--- src/hdl/dz_pkg.sv ---
package dz_pkg;

    localparam int NUM_ROWS   = 8;
    localparam int ROW_W      = 3;
    localparam int SCAN_DIV   = 4;   // clk cycles per row
    localparam int NUM_LEVELS = 8;

    // picture numbers as used by the glyph table
    typedef enum logic [3:0] {
        SC_LVL0 = 4'd0,
        SC_LVL1 = 4'd1,
        SC_LVL2 = 4'd2,
        SC_LVL3 = 4'd3,
        SC_LVL4 = 4'd4,
        SC_LVL5 = 4'd5,
        SC_LVL6 = 4'd6,
        SC_LVL7 = 4'd7,
        SC_LOSE = 4'd8,   // red face
        SC_WIN  = 4'd9,   // trophy
        SC_IDLE = 4'd10,
        SC_OVER = 4'd11
    } scene_e;

    typedef enum logic [2:0] {
        ST_IDLE,
        ST_PLAY,
        ST_WIN,
        ST_LOSE,
        ST_OVER
    } game_state_e;

    typedef struct packed {
        scene_e scene;
        logic   retry;   // set after the first loss
    } scene_req_t;

    // panel pins, row select is active low
    typedef struct packed {
        logic [7:0] row;
        logic [7:0] colr;
        logic [7:0] colg;
    } led_drive_t;

endpackage
--- src/hdl/dz_game_top.sv ---
`timescale 1ns/1ps

module dz_game_top (
    input  logic               clk,
    input  logic               st,
    input  logic               start,
    input  logic               hit,
    input  logic               miss,
    output dz_pkg::led_drive_t disp
);

    logic               scan_en;
    dz_pkg::scene_req_t req;

    scan_tick i_scan_tick (
        .clk     (clk),
        .st      (st),
        .scan_en (scan_en)
    );

    scene_sequencer i_scene_sequencer (
        .clk   (clk),
        .st    (st),
        .start (start),
        .hit   (hit),
        .miss  (miss),
        .req   (req)
    );

    dz_show i_dz_show (
        .clk     (clk),
        .st      (st),
        .scan_en (scan_en),
        .req     (req),
        .disp    (disp)
    );

endmodule

--- src/hdl/dz_show.sv ---
`timescale 1ns/1ps

module dz_show (
    input  logic               clk,
    input  logic               st,
    input  logic               scan_en,
    input  dz_pkg::scene_req_t req,
    output dz_pkg::led_drive_t disp
);

    logic [dz_pkg::ROW_W-1:0]    row_idx;
    logic [dz_pkg::ROW_W-1:0]    row_nxt;
    logic [7:0]                  green;
    logic [7:0]                  red;
    logic                        merge;     // red copies green, shows yellow

    assign row_nxt = (int'(row_idx) == dz_pkg::NUM_ROWS - 1) ? '0 : row_idx + 1'b1;

    // the tick that takes a request already draws with it
    glyph_rom i_glyph_rom (
        .scene   (req.scene),
        .row_idx (row_nxt),
        .green   (green),
        .red     (red)
    );

    always_comb
    begin
        case (req.scene)
            dz_pkg::SC_LVL0, dz_pkg::SC_LVL1, dz_pkg::SC_LVL2,
            dz_pkg::SC_LVL3, dz_pkg::SC_LVL4, dz_pkg::SC_LVL5:
                merge = !req.retry;   // green only on the second try
            dz_pkg::SC_LVL6, dz_pkg::SC_LVL7, dz_pkg::SC_WIN:
                merge = 1'b1;
            default:
                merge = 1'b0;
        endcase
    end

    always_ff @(posedge clk or negedge st)
    begin
        if (!st)
        begin
            row_idx     <= '1;   // first tick lands on row 0
            disp.row    <= '1;
            disp.colr   <= '0;
            disp.colg   <= '0;
        end
        else if (scan_en)
        begin
            row_idx   <= row_nxt;
            disp.row  <= ~(8'b1 << row_nxt);
            disp.colg <= green;
            disp.colr <= red | (merge ? green : 8'b0);
        end
    end

    a_row_onehot : assert property (@(posedge clk) disable iff (!st)
        scan_en |=> $onehot(~disp.row) [*dz_pkg::SCAN_DIV]);

endmodule

--- src/hdl/glyph_rom.sv ---
`timescale 1ns/1ps

module glyph_rom (
    input  dz_pkg::scene_e             scene,
    input  logic [dz_pkg::ROW_W-1:0]   row_idx,
    output logic [7:0]                 green,
    output logic [7:0]                 red
);

    always_comb
    begin
        green = '0;
        red   = '0;
        case (scene)
            dz_pkg::SC_LVL0:
                case (row_idx)
                    3'd2, 3'd5: green = 8'b0001_1000;
                    3'd3, 3'd4: green = 8'b0011_1100;
                    default:    green = '0;
                endcase
            dz_pkg::SC_LVL1:
                case (row_idx)
                    3'd2, 3'd5: green = 8'b0011_1000;
                    3'd3, 3'd4: green = 8'b0111_1100;
                    default:    green = '0;
                endcase
            dz_pkg::SC_LVL2:
                case (row_idx)
                    3'd2, 3'd5: green = 8'b0011_1100;
                    3'd3, 3'd4: green = 8'b0111_1110;
                    default:    green = '0;
                endcase
            dz_pkg::SC_LVL3:
                case (row_idx)
                    3'd1, 3'd6:             green = 8'b0011_1100;
                    3'd2, 3'd3, 3'd4, 3'd5: green = 8'b0111_1110;
                    default:                green = '0;
                endcase
            dz_pkg::SC_LVL4:
                case (row_idx)
                    3'd0, 3'd7: green = 8'b0011_1100;
                    3'd1, 3'd6: green = 8'b0111_1110;
                    default:    green = 8'b1111_1111;
                endcase
            dz_pkg::SC_LVL5: green = 8'b1111_1111;   // full panel
            dz_pkg::SC_LVL6:
                case (row_idx)
                    3'd0:    green = 8'b1100_0011;
                    3'd1:    green = 8'b1110_0011;
                    3'd2:    green = 8'b1111_0001;
                    3'd3:    green = 8'b1110_0011;
                    3'd4:    green = 8'b1100_0111;
                    3'd5:    green = 8'b1110_0111;
                    3'd6:    green = 8'b1111_0111;
                    default: green = 8'b1111_1011;
                endcase
            dz_pkg::SC_LVL7:
                case (row_idx)
                    3'd1:    green = 8'b0000_0001;
                    3'd2:    green = 8'b1000_0001;
                    3'd3:    green = 8'b1100_0011;
                    3'd4:    green = 8'b1000_0011;
                    3'd5:    green = 8'b1100_0111;
                    3'd6:    green = 8'b1110_0111;
                    3'd7:    green = 8'b1111_0011;
                    default: green = '0;
                endcase
            dz_pkg::SC_LOSE:
                case (row_idx)
                    3'd1:    red = 8'b0011_1000;
                    3'd2:    red = 8'b0100_0100;
                    3'd3:    red = 8'b0101_1010;
                    3'd4:    red = 8'b0100_1010;
                    3'd5:    red = 8'b0011_0010;
                    3'd6:    red = 8'b1100_0100;
                    3'd7:    red = 8'b0011_1000;
                    default: red = '0;
                endcase
            dz_pkg::SC_WIN:
                case (row_idx)
                    3'd2:    green = 8'b0110_0000;
                    3'd3:    green = 8'b1111_1100;
                    3'd4:    green = 8'b0011_1111;
                    3'd5:    green = 8'b0011_1110;
                    3'd6:    green = 8'b0001_1100;
                    default: green = '0;
                endcase
            dz_pkg::SC_IDLE:
                case (row_idx)
                    3'd2:       green = 8'b0001_1000;
                    3'd3:       green = 8'b0011_1100;
                    3'd4, 3'd5: green = 8'b0111_1110;
                    3'd6:       green = 8'b0010_0100;
                    default:    green = '0;
                endcase
            dz_pkg::SC_OVER:
                case (row_idx)
                    3'd0:    red = 8'b1110_0000;
                    3'd1:    red = 8'b0110_0000;
                    3'd2:    red = 8'b1110_0000;
                    3'd3:    red = 8'b0011_0000;
                    3'd4:    red = 8'b0011_0001;
                    3'd5:    red = 8'b0011_0011;
                    3'd6:    red = 8'b0011_1110;
                    default: red = 8'b0001_1100;
                endcase
            default:
            begin
                green = '0;
                red   = '0;
            end
        endcase
    end

endmodule

--- src/hdl/scene_sequencer.sv ---
`timescale 1ns/1ps

module scene_sequencer (
    input  logic               clk,
    input  logic               st,
    input  logic               start,
    input  logic               hit,
    input  logic               miss,
    output dz_pkg::scene_req_t req
);

    dz_pkg::game_state_e state, state_n;
    logic [2:0]          level, level_n;
    logic                retry, retry_n;
    logic                hit_ok, miss_ok;
    dz_pkg::scene_req_t  req_n;

    // one pulse per cycle, start wins over hit, hit over miss
    assign hit_ok  = hit & ~start;
    assign miss_ok = miss & ~start & ~hit;

    always_comb
    begin
        state_n = state;
        level_n = level;
        retry_n = retry;
        case (state)
            dz_pkg::ST_IDLE:
                if (start)
                begin
                    state_n = dz_pkg::ST_PLAY;
                    level_n = '0;
                end
            dz_pkg::ST_PLAY:
                if (hit_ok)
                begin
                    if (int'(level) < dz_pkg::NUM_LEVELS - 1)
                        level_n = level + 1'b1;
                    else
                    begin
                        state_n = dz_pkg::ST_WIN;
                        retry_n = 1'b0;
                    end
                end
                else if (miss_ok)
                begin
                    if (!retry)
                    begin
                        state_n = dz_pkg::ST_LOSE;
                        retry_n = 1'b1;
                    end
                    else
                        state_n = dz_pkg::ST_OVER;   // second loss
                end
            dz_pkg::ST_LOSE:
                if (start)
                begin
                    state_n = dz_pkg::ST_PLAY;   // retry stays set
                    level_n = '0;
                end
            dz_pkg::ST_WIN, dz_pkg::ST_OVER:
                if (start)
                begin
                    state_n = dz_pkg::ST_IDLE;
                    retry_n = 1'b0;
                end
            default: state_n = dz_pkg::ST_IDLE;
        endcase
    end

    // scene follows the next state so req moves on the pulse edge
    always_comb
    begin
        req_n.retry = retry_n;
        case (state_n)
            dz_pkg::ST_PLAY: req_n.scene = dz_pkg::scene_e'({1'b0, level_n});
            dz_pkg::ST_WIN:  req_n.scene = dz_pkg::SC_WIN;
            dz_pkg::ST_LOSE: req_n.scene = dz_pkg::SC_LOSE;
            dz_pkg::ST_OVER: req_n.scene = dz_pkg::SC_OVER;
            default:         req_n.scene = dz_pkg::SC_IDLE;
        endcase
    end

    always_ff @(posedge clk or negedge st)
    begin
        if (!st)
        begin
            state     <= dz_pkg::ST_IDLE;
            level     <= '0;
            retry     <= 1'b0;
            req.scene <= dz_pkg::SC_IDLE;
            req.retry <= 1'b0;
        end
        else
        begin
            state <= state_n;
            level <= level_n;
            retry <= retry_n;
            req   <= req_n;
        end
    end

    // game over is only reached from a loss on the second try
    a_over_scene : assert property (@(posedge clk) disable iff (!st)
        (req.scene == dz_pkg::SC_OVER) |-> (state == dz_pkg::ST_OVER && req.retry));

endmodule

--- src/hdl/scan_tick.sv ---
`timescale 1ns/1ps

module scan_tick (
    input  logic clk,
    input  logic st,
    output logic scan_en
);

    logic [$clog2(dz_pkg::SCAN_DIV)-1:0] cnt;

    always_ff @(posedge clk or negedge st)
    begin
        if (!st)
        begin
            cnt     <= '0;
            scan_en <= 1'b0;
        end
        else
        begin
            scan_en <= (int'(cnt) == dz_pkg::SCAN_DIV - 1);
            if (int'(cnt) == dz_pkg::SCAN_DIV - 1)
                cnt <= '0;
            else
                cnt <= cnt + 1'b1;
        end
    end

    a_single_pulse : assert property (@(posedge clk) disable iff (!st)
        scan_en |=> !scan_en);

endmodule

--- config.mk ---
export PLATFORM = sky130hd
export DESIGN_NAME = dz_game_top
export DESIGN_NICKNAME = d
export VERILOG_FILES = /design/src/hdl/dz_pkg.sv /design/src/hdl/dz_game_top.sv /design/src/hdl/dz_show.sv /design/src/hdl/glyph_rom.sv /design/src/hdl/scene_sequencer.sv /design/src/hdl/scan_tick.sv
export SDC_FILE = /design/constraint.sdc
export NUM_CORES = 1
export LEC_CHECK = 0
export ABC_AREA = 1
export BUFFER_PORTS_ARGS = -buffer_cell sky130_fd_sc_hd__buf_2
export CAP_MARGIN = 10
export CORE_UTILIZATION = 47
export CTS_CLUSTER_SIZE = 28
export DETAILED_ROUTE_END_ITERATION = 10
export GPL_TIMING_DRIVEN = 0
export PLACE_DENSITY = 0.67
export SYNTH_ARGS = -nofsm -noshare
export SYNTH_HDL_FRONTEND = slang
export SYNTH_SLANG_ARGS = --single-unit
--- constraint.sdc ---
create_clock -name clk -period 2.45 [get_ports clk]
set_input_delay 0.245 -clock clk [delete_from_list [all_inputs] [get_ports clk]]
set_output_delay 0.245 -clock clk [all_outputs]
set_load 0.01 [all_outputs]
# Yosys cells after proc, flatten, opt, wreduce, memory -nomap -nowiden
# Cells that the tools add are included.
[totals]
register_bits = 41
latchBits = 0
mem_bits_rw = 0
romBits = 0
input_bits = 5
output_inout_bits = 24
word_cells = 106
mem_count = 0
[op_classes]
addsub = 3
multipliers = 0
div_mod_pow = 0
n_lt_le_gt_ge = 1
n_eq_ne = 31
n_shift = 1
muxes = 34
bitwise = 7
n_reduce_logical = 19
[op_table]
columns = ["op", "count"]
rows = [
  ["$pmux W8 S6", 2],
  ["$pmux W8 S10", 1],
  ["$pmux W8 S7", 1],
  ["$pmux W7 S2", 3],
  ["$pmux W8 S5", 1],
  ["$pmux W6 S6", 1],
  ["$pmux W8 S2", 2],
  ["$mux W3", 10],
  ["$pmux W7 S4", 1],
  ["$reduce_or A2 Y1", 10],
  ["$eq A3 B2 Y1 const B", 6],
  ["$eq A3 B3 Y1 const B", 6],
  ["$eq A4 B3 Y1 const B", 4],
  ["$eq A4 B4 Y1 const B", 4],
  ["$pmux W4 S4", 1],
  ["$eq A3 B1 Y1 const B", 4],
  ["$pmux W6 S2", 1],
  ["$pmux W3 S3", 1],
  ["$eq A4 B2 Y1 const B", 2],
  ["$mux W8", 1],
  ["$not A8 Y8", 1],
  ["$or A8 B8 Y8", 1],
  ["$shl A1 B3 Y8 const A", 1],
  ["$add A3 B1 Y3 const B", 2],
  ["other kinds (21)", 29],
]

# Depth between registers and ports, before layout
# Gate-level depths: netlist of the first run.
[logic_depth]
word_depth = 8
ltp_mapped = 12
mapped_depth_nobuf = 12

# Hierarchy
# Synthesis of the first run repeated with hierarchy kept, for this count alone.
[unflattened]
hier_cells = 365
area_unflattened_um2 = 2548.7
[modules_own_cells]
columns = ["mod", "n_inst", "cells_each", "area_each_um2", "seq_area_each_um2"]
rows = [
  ["dz_show", 1, 131, 1216.2, 689.4],
  ["scene_sequencer", 1, 90, 650.6, 277.8],
  ["glyph_rom", 1, 139, 590.6, 0.0],
  ["scan_tick", 1, 5, 91.3, 75.1],
]

# Worst setup path after synthesis of the first run
# Ideal clock, no wire load.
[synth_timing]
path_type = "reg2reg"
start = "register i_dz_show.row_idx[1] in the netlist's numbering"
end = "register i_dz_show.disp[12] (netlist name)"
setup_ns = 0.126
t_arrival_ns = 1.715
t_required_ns = 2.324
path_slack_ns = 0.609
path_stages_with_launch = 11
n_path_buf = 0
period_less_slack_ns = 1.841
cell_sequence = "dfstp_2 ha_1 ha_1 nor2_2 nand3_1 nand3_1 and2_1 nor2_2 nand2_1 nand2_1 a21oi_1"
[synth_via]
elab_chain_cells = 8
elab_cells_between_ends = 33
classes_between = "add/sub (1); eq/ne (8); mux (14); bitwise (1); reduce/logical (9)"
[synth_rtl]
columns = ["element", "line_no", "source"]
rows = [
  ["start, declared", "dz_show.sv:11", "logic [dz_pkg::ROW_W-1:0] row_idx;"],
  ["start signal, assigned", "dz_show.sv:51", "row_idx <= row_nxt;"],
  ["$add A3 B1 Y3 or $eq A3 B1 Y1 (tied branches)", "dz_show.sv:17", "assign row_nxt = (int'(row_idx) == dz_pkg::NUM_ROWS - 1) ? '0 : row_idx + 1'b1;"],
  ["$mux W3 *", "dz_show.sv:17", ""],
  ["$eq A3 B2 Y1 (tied with other cells)", "n/a", ""],
  ["$reduce_or A2 Y1 (no source line) (tied with other cells)", "n/a", ""],
  ["$pmux W6 S6 (tied with other cells)", "glyph_rom.sv:47", "case (row_idx)"],
  ["$pmux W8 S10", "glyph_rom.sv:14", "case (scene)"],
  ["$mux W8", "dz_show.sv:54", "disp.colr <= red | (merge ? green : 8'b0);"],
  ["$or A8 B8 Y8 *", "dz_show.sv:54", ""],
]
# Mark *: on every way between the ends. The rest lies on a longest branch, timed or not.
# A chain may end at the register's enable or synchronous reset.

# Worst setup path in the final report of the first run
[layout_timing]
start = "register i_dz_show.row_idx[1] in the netlist's numbering"
end = "register i_dz_show.disp[9] (netlist name)"
[layout_via]
elab_chain_cells = 8
elab_cells_between_ends = 33
classes_between = "add/sub (1); eq/ne (8); mux (13); bitwise (1); reduce/logical (10)"
[layout_rtl]
columns = ["element", "line_no", "source"]
rows = [
  ["$add A3 B1 Y3 or $eq A3 B1 Y1 (tied branches)", "dz_show.sv:17", ""],
  ["$mux W3 *", "dz_show.sv:17", ""],
  ["via i_dz_show.i_glyph_rom.row_idx, one bit", "glyph_rom.sv:5", "input logic [dz_pkg::ROW_W-1:0] row_idx,"],
  ["$eq A3 B2 Y1 (tied with other cells)", "n/a", ""],
  ["$reduce_or A2 Y1 (no source line) (tied with other cells)", "n/a", ""],
  ["$pmux W6 S6 (tied with other cells)", "glyph_rom.sv:47", ""],
  ["$pmux W8 S10", "glyph_rom.sv:14", ""],
  ["$mux W8", "dz_show.sv:54", ""],
  ["$or A8 B8 Y8 *", "dz_show.sv:54", ""],
]
# Mark *: on every way through the listed nets, which the timed path passes. The rest lies on a longest branch.

==> flow_metrics.py, run 1 <==
metrics = {
    "global_route": {
        "grt_usage": 0.2399,
        "grt_pass1_vias": 2136,
        "grt_overflow": 0,
        "grt_first_pass_wirelength_um": 9839,
        "antenna_found_initial": 0,
        "grt_max_degree": 42,
    },
    "setup_path": {
        "crit_required_ps": 2630,
        "rr_startpoint": "i_dz_show.row_idx[1]",
        "cp-start-kind": "flip-flop",
        "cp.arrival_ps": 2370,
        "critPathCaptureType": "flip-flop",
        "r2r_cells": 10,
        "r2r_end": "i_dz_show.disp[9]",
        "path_class": "reg2reg",
        "r2r_slack_ps": 260,
        "critPathMaxFanout": 10,
    },
    "floorplan": {
        "coreArea_um2": 5075,
        "io_pins": 29,
        "die_h_um": 74.46,
        "rows": 26,
        "die_area_um2": 5544,
        "start_util": 0.4862,
        "fp.dieW_um": 74.46,
    },
    "sta": {
        "setup_tns_ps": 0,
        "report.final.slew_viol_count": 0,
        "fin_crit_ps": 2188,
        "fin_skew_ps": 3.315,
        "worstMarginPinSlew_ps": 892.8,
        "fin_crit_sh": 0.8932,
        "clock.fmax_mhz": 457.0,
        "final_hold_viol_count": 0,
        "rsz0062_at_grt": "false",
        "timing.slew.headroom": 0.4048,
        "setup_viol": 0,
    },
    "clocking": {
        "cts_made_buffers": 5,
        "cts.root.buffer_cell": "clkbuf_8",
        "clk_pin_slew_ps": 80,
        "ctsHoldBuffers": 0,
        "cts.sinks": 41,
        "cts_tree": "done",
        "clockBufferDepth": 2,
        "ctsHtreeMaxLevel": 2,
        "insertion_delay_ps": 290,
        "cts_resized": 0,
        "post_cts_buffers": 0,
    },
    "finish": {
        "layout-drive-gt1-share": 0.1675,
        "fin_cells": 452,
        "layout_common_cells": "83 x nand2_1, 57 x nor2_1, 40 x inv_1",
        "area_delta_synth_final_pct": 12.58,
        "nNetsFinal": 395,
        "antennaDiodeCount": 0,
        "final_common_cell": "nand2_1",
        "fin_util": 0.5473,
    },
    "routing": {
        "via_per_inst": 5.279,
        "postRouteAntennaNets": 0,
        "wl_per_cell_um": 13.43,
        "drc": 0,
        "drt_iter0_markers": 178,
        "vias": 2386,
        "drt-total-wl_um": 6071,
        "firstDrtPassIters": 5,
    },
    "synth": {
        "synthCells": 346,
        "netlist_area_um2": 2467,
        "syn_nets": 360,
        "yosysWarnings": 0,
        "yosysSeqAreaShare": 0.4224,
        "ys_seq_elements": 41,
        "syn_area_per_cell_um2": 7.131,
        "yosysUniqueCellTypes": 30,
    },
    "place": {
        "portBuffers": 28,
        "place.gp.congestion": 0.9191,
        "dp_cells": 444,
        "hpwl_um": 4749,
    },
    "worst_hold_path": {
        "hold_path_class": "in2async",
    },
    "power_and_ir_drop": {
        "p_per_area_nw_per_um2": 901.1,
        "ir_worst_vdd_mv": 0.5184,
        "p_leak_uw": 0.001410,
    },
    "flow_run": {
        "maxCapViolCount": 0,
    },
    "outcome": {
        "status": "completed",
    },
}
[where the power goes]
group | switching [µW] | leakage (µW) | internal, µW
registers | 117 | 0.000495 | 868
logic | 721 | 0.000870 | 373
clock network | 226 | 0.0000450 | 197
[metal layers]
metal	global-route usage	vias to the layer above	share of wire
li1	-	1186	-
met1	0.3350	1113	0.48
met2	0.3564	67	0.43
met3	0.04472	20	0.045
met4	0.1174	0	0.038
met5	0	-	0
[stage by stage]
stage	total power, µW	cell area [µm²]	setup WS [ps]	hold slack (ps)
global placement	2075	2695	312.8	412.8
detailed placement	2087	2695	320.8	427.1
finish	2503	2778	261.7	73.88
CTS	2516	2778	296.8	109.9
global route	2752	2778	83.32	137.8
floorplan	1755	2467	608.8	-50.59
[layout make-up]
class / count / area [µm²]
Inverter: 47 / 176.4
Sequential cell: 41 / 1042
Clock buffer: 6 / 72.57
Clock inverter: 2 / 10.01
Multi-Input combinational cell: 250 / 1211
Tap cell: 70 / 87.58
Fill cell: 542 / 2297
Timing Repair Buffer: 28 / 140.1
Buffer: 8 / 37.54
[synthesized netlist by cell type]
library cell	count	area [µm²]
nand2_1	83	311.6
nor2_1	57	214.0
inv_1	40	150.1
dfrtp_1	28	700.7
a21oi_1	22	110.1
nand3_1	20	100.1
o21ai_0	20	100.1
a31oi_1	13	81.33
dfstp_2	13	341.6
ha_1	9	112.6
inv_2	6	22.52
clkbuf_1	4	15.01
nor3_1	4	20.02
a211oi_1	3	22.52
buf_2	3	15.01
nor2_2	3	18.77
and3_1	2	12.51
nand4_1	2	12.51
nor2_4	2	22.52
o211ai_1	2	15.01
a22oi_1	1	7.510
and2_1	1	6.260
buf_4	1	7.510
clkinv_1	1	3.750
nand2_2	1	6.260
o21ai_1	1	5.000
o221ai_1	1	8.760
o22ai_1	1	6.260
o32ai_1	1	8.760
xnor2_1	1	8.760
[cell families (layout without fill, tap and decap cells)]
group                    count (synthesis)  count (layout)  share of synthesized area
AO/OA/AOI/OAI                           65              65                     0.1481
adder cells (fa/ha/maj)                  9               9                    0.04564
AND/OR/NAND/NOR                        175             175                     0.2936
XOR/XNOR                                 1               1                   0.003550
buffers and inverters                   55              91                    0.08671
flip-flops                              41              41                     0.4224
[state kept, by name, indices dropped and copies added (netlist names)]
signal                   cells
i_dz_show.disp              24
i_scene_sequencer.level      3
i_dz_show.row_idx            3
i_scan_tick.cnt              2
i_scan_tick.scan_en          1
i_scene_sequencer.state      3
i_scene_sequencer.req        5
[worst max-delay path by stage]
stage | cells past startpoint | slack (ps) | from | end
finish | 10 | 260 | i_dz_show.row_idx[1] | i_dz_show.disp[9]
global route | 11 | 80 | i_dz_show.row_idx[1] | i_dz_show.disp[12]
CTS | 10 | 300 | i_dz_show.row_idx[1] | i_dz_show.disp[14]
detailed placement | 10 | 320 | i_dz_show.row_idx[1] | i_dz_show.disp[9]
global placement | 10 | 310 | i_dz_show.row_idx[1] | i_dz_show.disp[14]
floorplan | 10 | 610 | i_dz_show.row_idx[1] | i_dz_show.disp[12]
[worst max-delay path: stages, from the launching register on]
cell	delay (ps)
dfstp_2	650
ha_1	190
ha_1	270
inv_2	160
nand4_1	140
o21ai_0	170
inv_1	60
nor2_1	230
nand2_1	90
nand2_1	60
a21oi_1	60
Note: power is estimated with default switching activity, not from simulation.
==> inputs of run 2 (changes only) <==
Settings changed: GPL_TIMING_DRIVEN 0 to not set.
Clock period 2.45 ns to 2.38 ns, I/O delays scaled along.
==> run 2 against run 1 <==
Effect of this change: maximum frequency decreased by 0.17%; via count shrank 1.6%; first-iteration DRC count increased by 52%; sequential power is 5% higher; setup slack got worse by 74 ps; core utilization fell by 0.15 points; critical endpoint is now i_dz_show.disp[15].
==> flow_metrics.py, run 2 (synthesis results as in run 1) <==
metrics = {
    "finish": {
        "reg_top3": "i_dz_show.disp x24, i_scene_sequencer.req x5",
        "top_register": "i_dz_show.disp",
        "final_cell_area_um2": 2770,
        "seq_area_um2": 1042,
        "largest_register_ffs": 24,
        "final_common_cell": "nand2_1",
        "fin_util": 0.5459,
        "antennaDiodeCount": 0,
        "multiInputGateArea_um2": 1214,
        "area_delta_synth_final_pct": 12.27,
        "layout_common_cells": "83 x nand2_1, 57 x nor2_1, 40 x inv_1",
        "fillCellCount": 520,
        "nNetsFinal": 391,
        "layout-drive-gt1-share": 0.1667,
    },
    "power_and_ir_drop": {
        "combPwrFrac": 0.429,
        "p_per_area_nw_per_um2": 928.7,
        "swShare": 0.4243,
        "p_clk_frac": 0.169,
        "switchingPower_uw": 1092,
        "seq_power_share": 0.402,
        "p_leak_uw": 0.001402,
        "ir_worst_vdd_mv": 0.6003,
        "intPower_uw": 1481,
    },
    "floorplan": {
        "die_area_um2": 5544,
        "start_util": 0.4862,
        "coreArea_um2": 5075,
        "die_h_um": 74.46,
        "io_pins": 29,
        "fp.dieW_um": 74.46,
        "rows": 26,
    },
    "place": {
        "place_area_um2": 2673,
        "hpwl_um": 4694,
        "place.gp.congestion": 0.9299,
        "portBuffers": 28,
    },
    "sta": {
        "setup_viol": 0,
        "clock.fmax_mhz": 456.2,
        "fin_crit_ps": 2192,
        "timing.slew.headroom": 0.4070,
        "worstMarginPinSlew_ps": 889.6,
        "fin_crit_sh": 0.9211,
        "report.final.slew_viol_count": 0,
        "final_hold_viol_count": 0,
        "fin_skew_ps": 2.896,
    },
    "routing": {
        "drc": 0,
        "vias": 2348,
        "postRouteAntennaNets": 0,
        "firstDrtPassIters": 4,
        "wl_per_cell_um": 13.61,
        "drt_iter0_markers": 271,
        "drt-total-wl_um": 6097,
        "via_per_inst": 5.241,
    },
    "clocking": {
        "cts_made_buffers": 5,
        "insertion_delay_ps": 300,
        "ctsHoldBuffers": 0,
        "clk_pin_slew_ps": 70,
        "ctsHtreeMaxLevel": 2,
        "cts.sinks": 41,
        "cts.root.buffer_cell": "clkbuf_8",
        "cts_tree": "done",
        "clockBufferDepth": 2,
    },
    "setup_path": {
        "path_class": "reg2reg",
        "critPathCaptureType": "flip-flop",
        "cp.arrival_ps": 2370,
        "critPathMaxFanout": 13,
        "crit_required_ps": 2560,
        "cp-start-kind": "flip-flop",
        "r2r_cells": 8,
    },
    "global_route": {
        "grt_max_degree": 42,
        "antenna_found_initial": 0,
        "grt_overflow": 0,
        "grt_first_pass_wirelength_um": 10020,
        "grt_pass1_vias": 2120,
        "grt_usage": 0.2416,
    },
    "flow_run": {
        "maxCapViolCount": 0,
    },
    "worst_hold_path": {
        "hold_path_class": "in2async",
    },
    "outcome": {
        "status": "completed",
    },
}
-- run 2: changes by cell type in the layout (fill, tap and decap cells not counted), sizes merged --
cell    delta
clkbuf     -2
clkinv     -2
-- run 2: final timing paths --
kind	from	to	slack (ps)
max in group asynchronous	st	i_scene_sequencer.req[0]	1770
min in group clk	miss	i_scene_sequencer.req[0]	330
worst max-delay path	i_dz_show.row_idx[1]	i_dz_show.disp[15]	190
worst min register to register	i_scan_tick.cnt[0]	i_scan_tick.cnt[0]	430
worst max register to register	i_dz_show.row_idx[1]	i_dz_show.disp[15]	190
worst min-delay path	st	i_dz_show.disp[8]	60
-- run 2: what timing repair did --
item,CTS,global route
setup buffers,0,2
resized for setup,0,1
setup endpoints to repair,0,7
endpoints found under the hold margin,0,0
-- run 2: worst max-delay path, cell delays in order, from the launching register on --
cell and delay, ps:
dfstp_2 630, ha_1 180, ha_2 350, inv_2 160, nand3_1 160, a31oi_1 370, nand2_1 80, nand2_1 70
a21oi_1 60
-- run 2: routing by layer --
metal  vias up  part of all wire  routed length (µm)  global-route usage
met5         -                 0                   0                   0
met3         8             0.057                 346             0.05691
met4         0             0.011                  69             0.06499
met2        78              0.46                2778              0.3774
li1       1178                 -                   -                   -
met1      1084              0.48                2902              0.3359
-- run 2: per-stage QoR --
stage / instances / setup slack (ps) / hold WS [ps] / power, µW / TNS [ps]
3_3_place_gp: 438 / 216.2 / 402.6 / 2136 / 0
6_report: 448 / 187.9 / 61.93 / 2573 / 0
5_1_grt: 448 / -0.4043 / 147.7 / 2833 / -0.4043
4_1_cts: 446 / 129.8 / 86.75 / 2582 / 0
2_1_floorplan: 346 / 538.8 / -57.59 / 1807 / 0
3_5_place_dp: 438 / 145.5 / 405.3 / 2143 / 0
-- run 2: final cells by class --
cell class,instances,area share
Clock buffer,8,0.02891
Tap cell,70,0.03162
Inverter,47,0.06369
Timing Repair Buffer,32,0.06143
Sequential cell,41,0.3762
Multi-Input combinational cell,250,0.4381
-- run 2: power by group through the flow --
stage	registers, µW	clock network (µW)	logic (µW)
after floorplan	1070	0	738
after detailed placement	1040	0	1100
after CTS	1030	449	1100
final	1030	435	1100
after global routing	1060	475	1290
after global placement	1040	0	1100
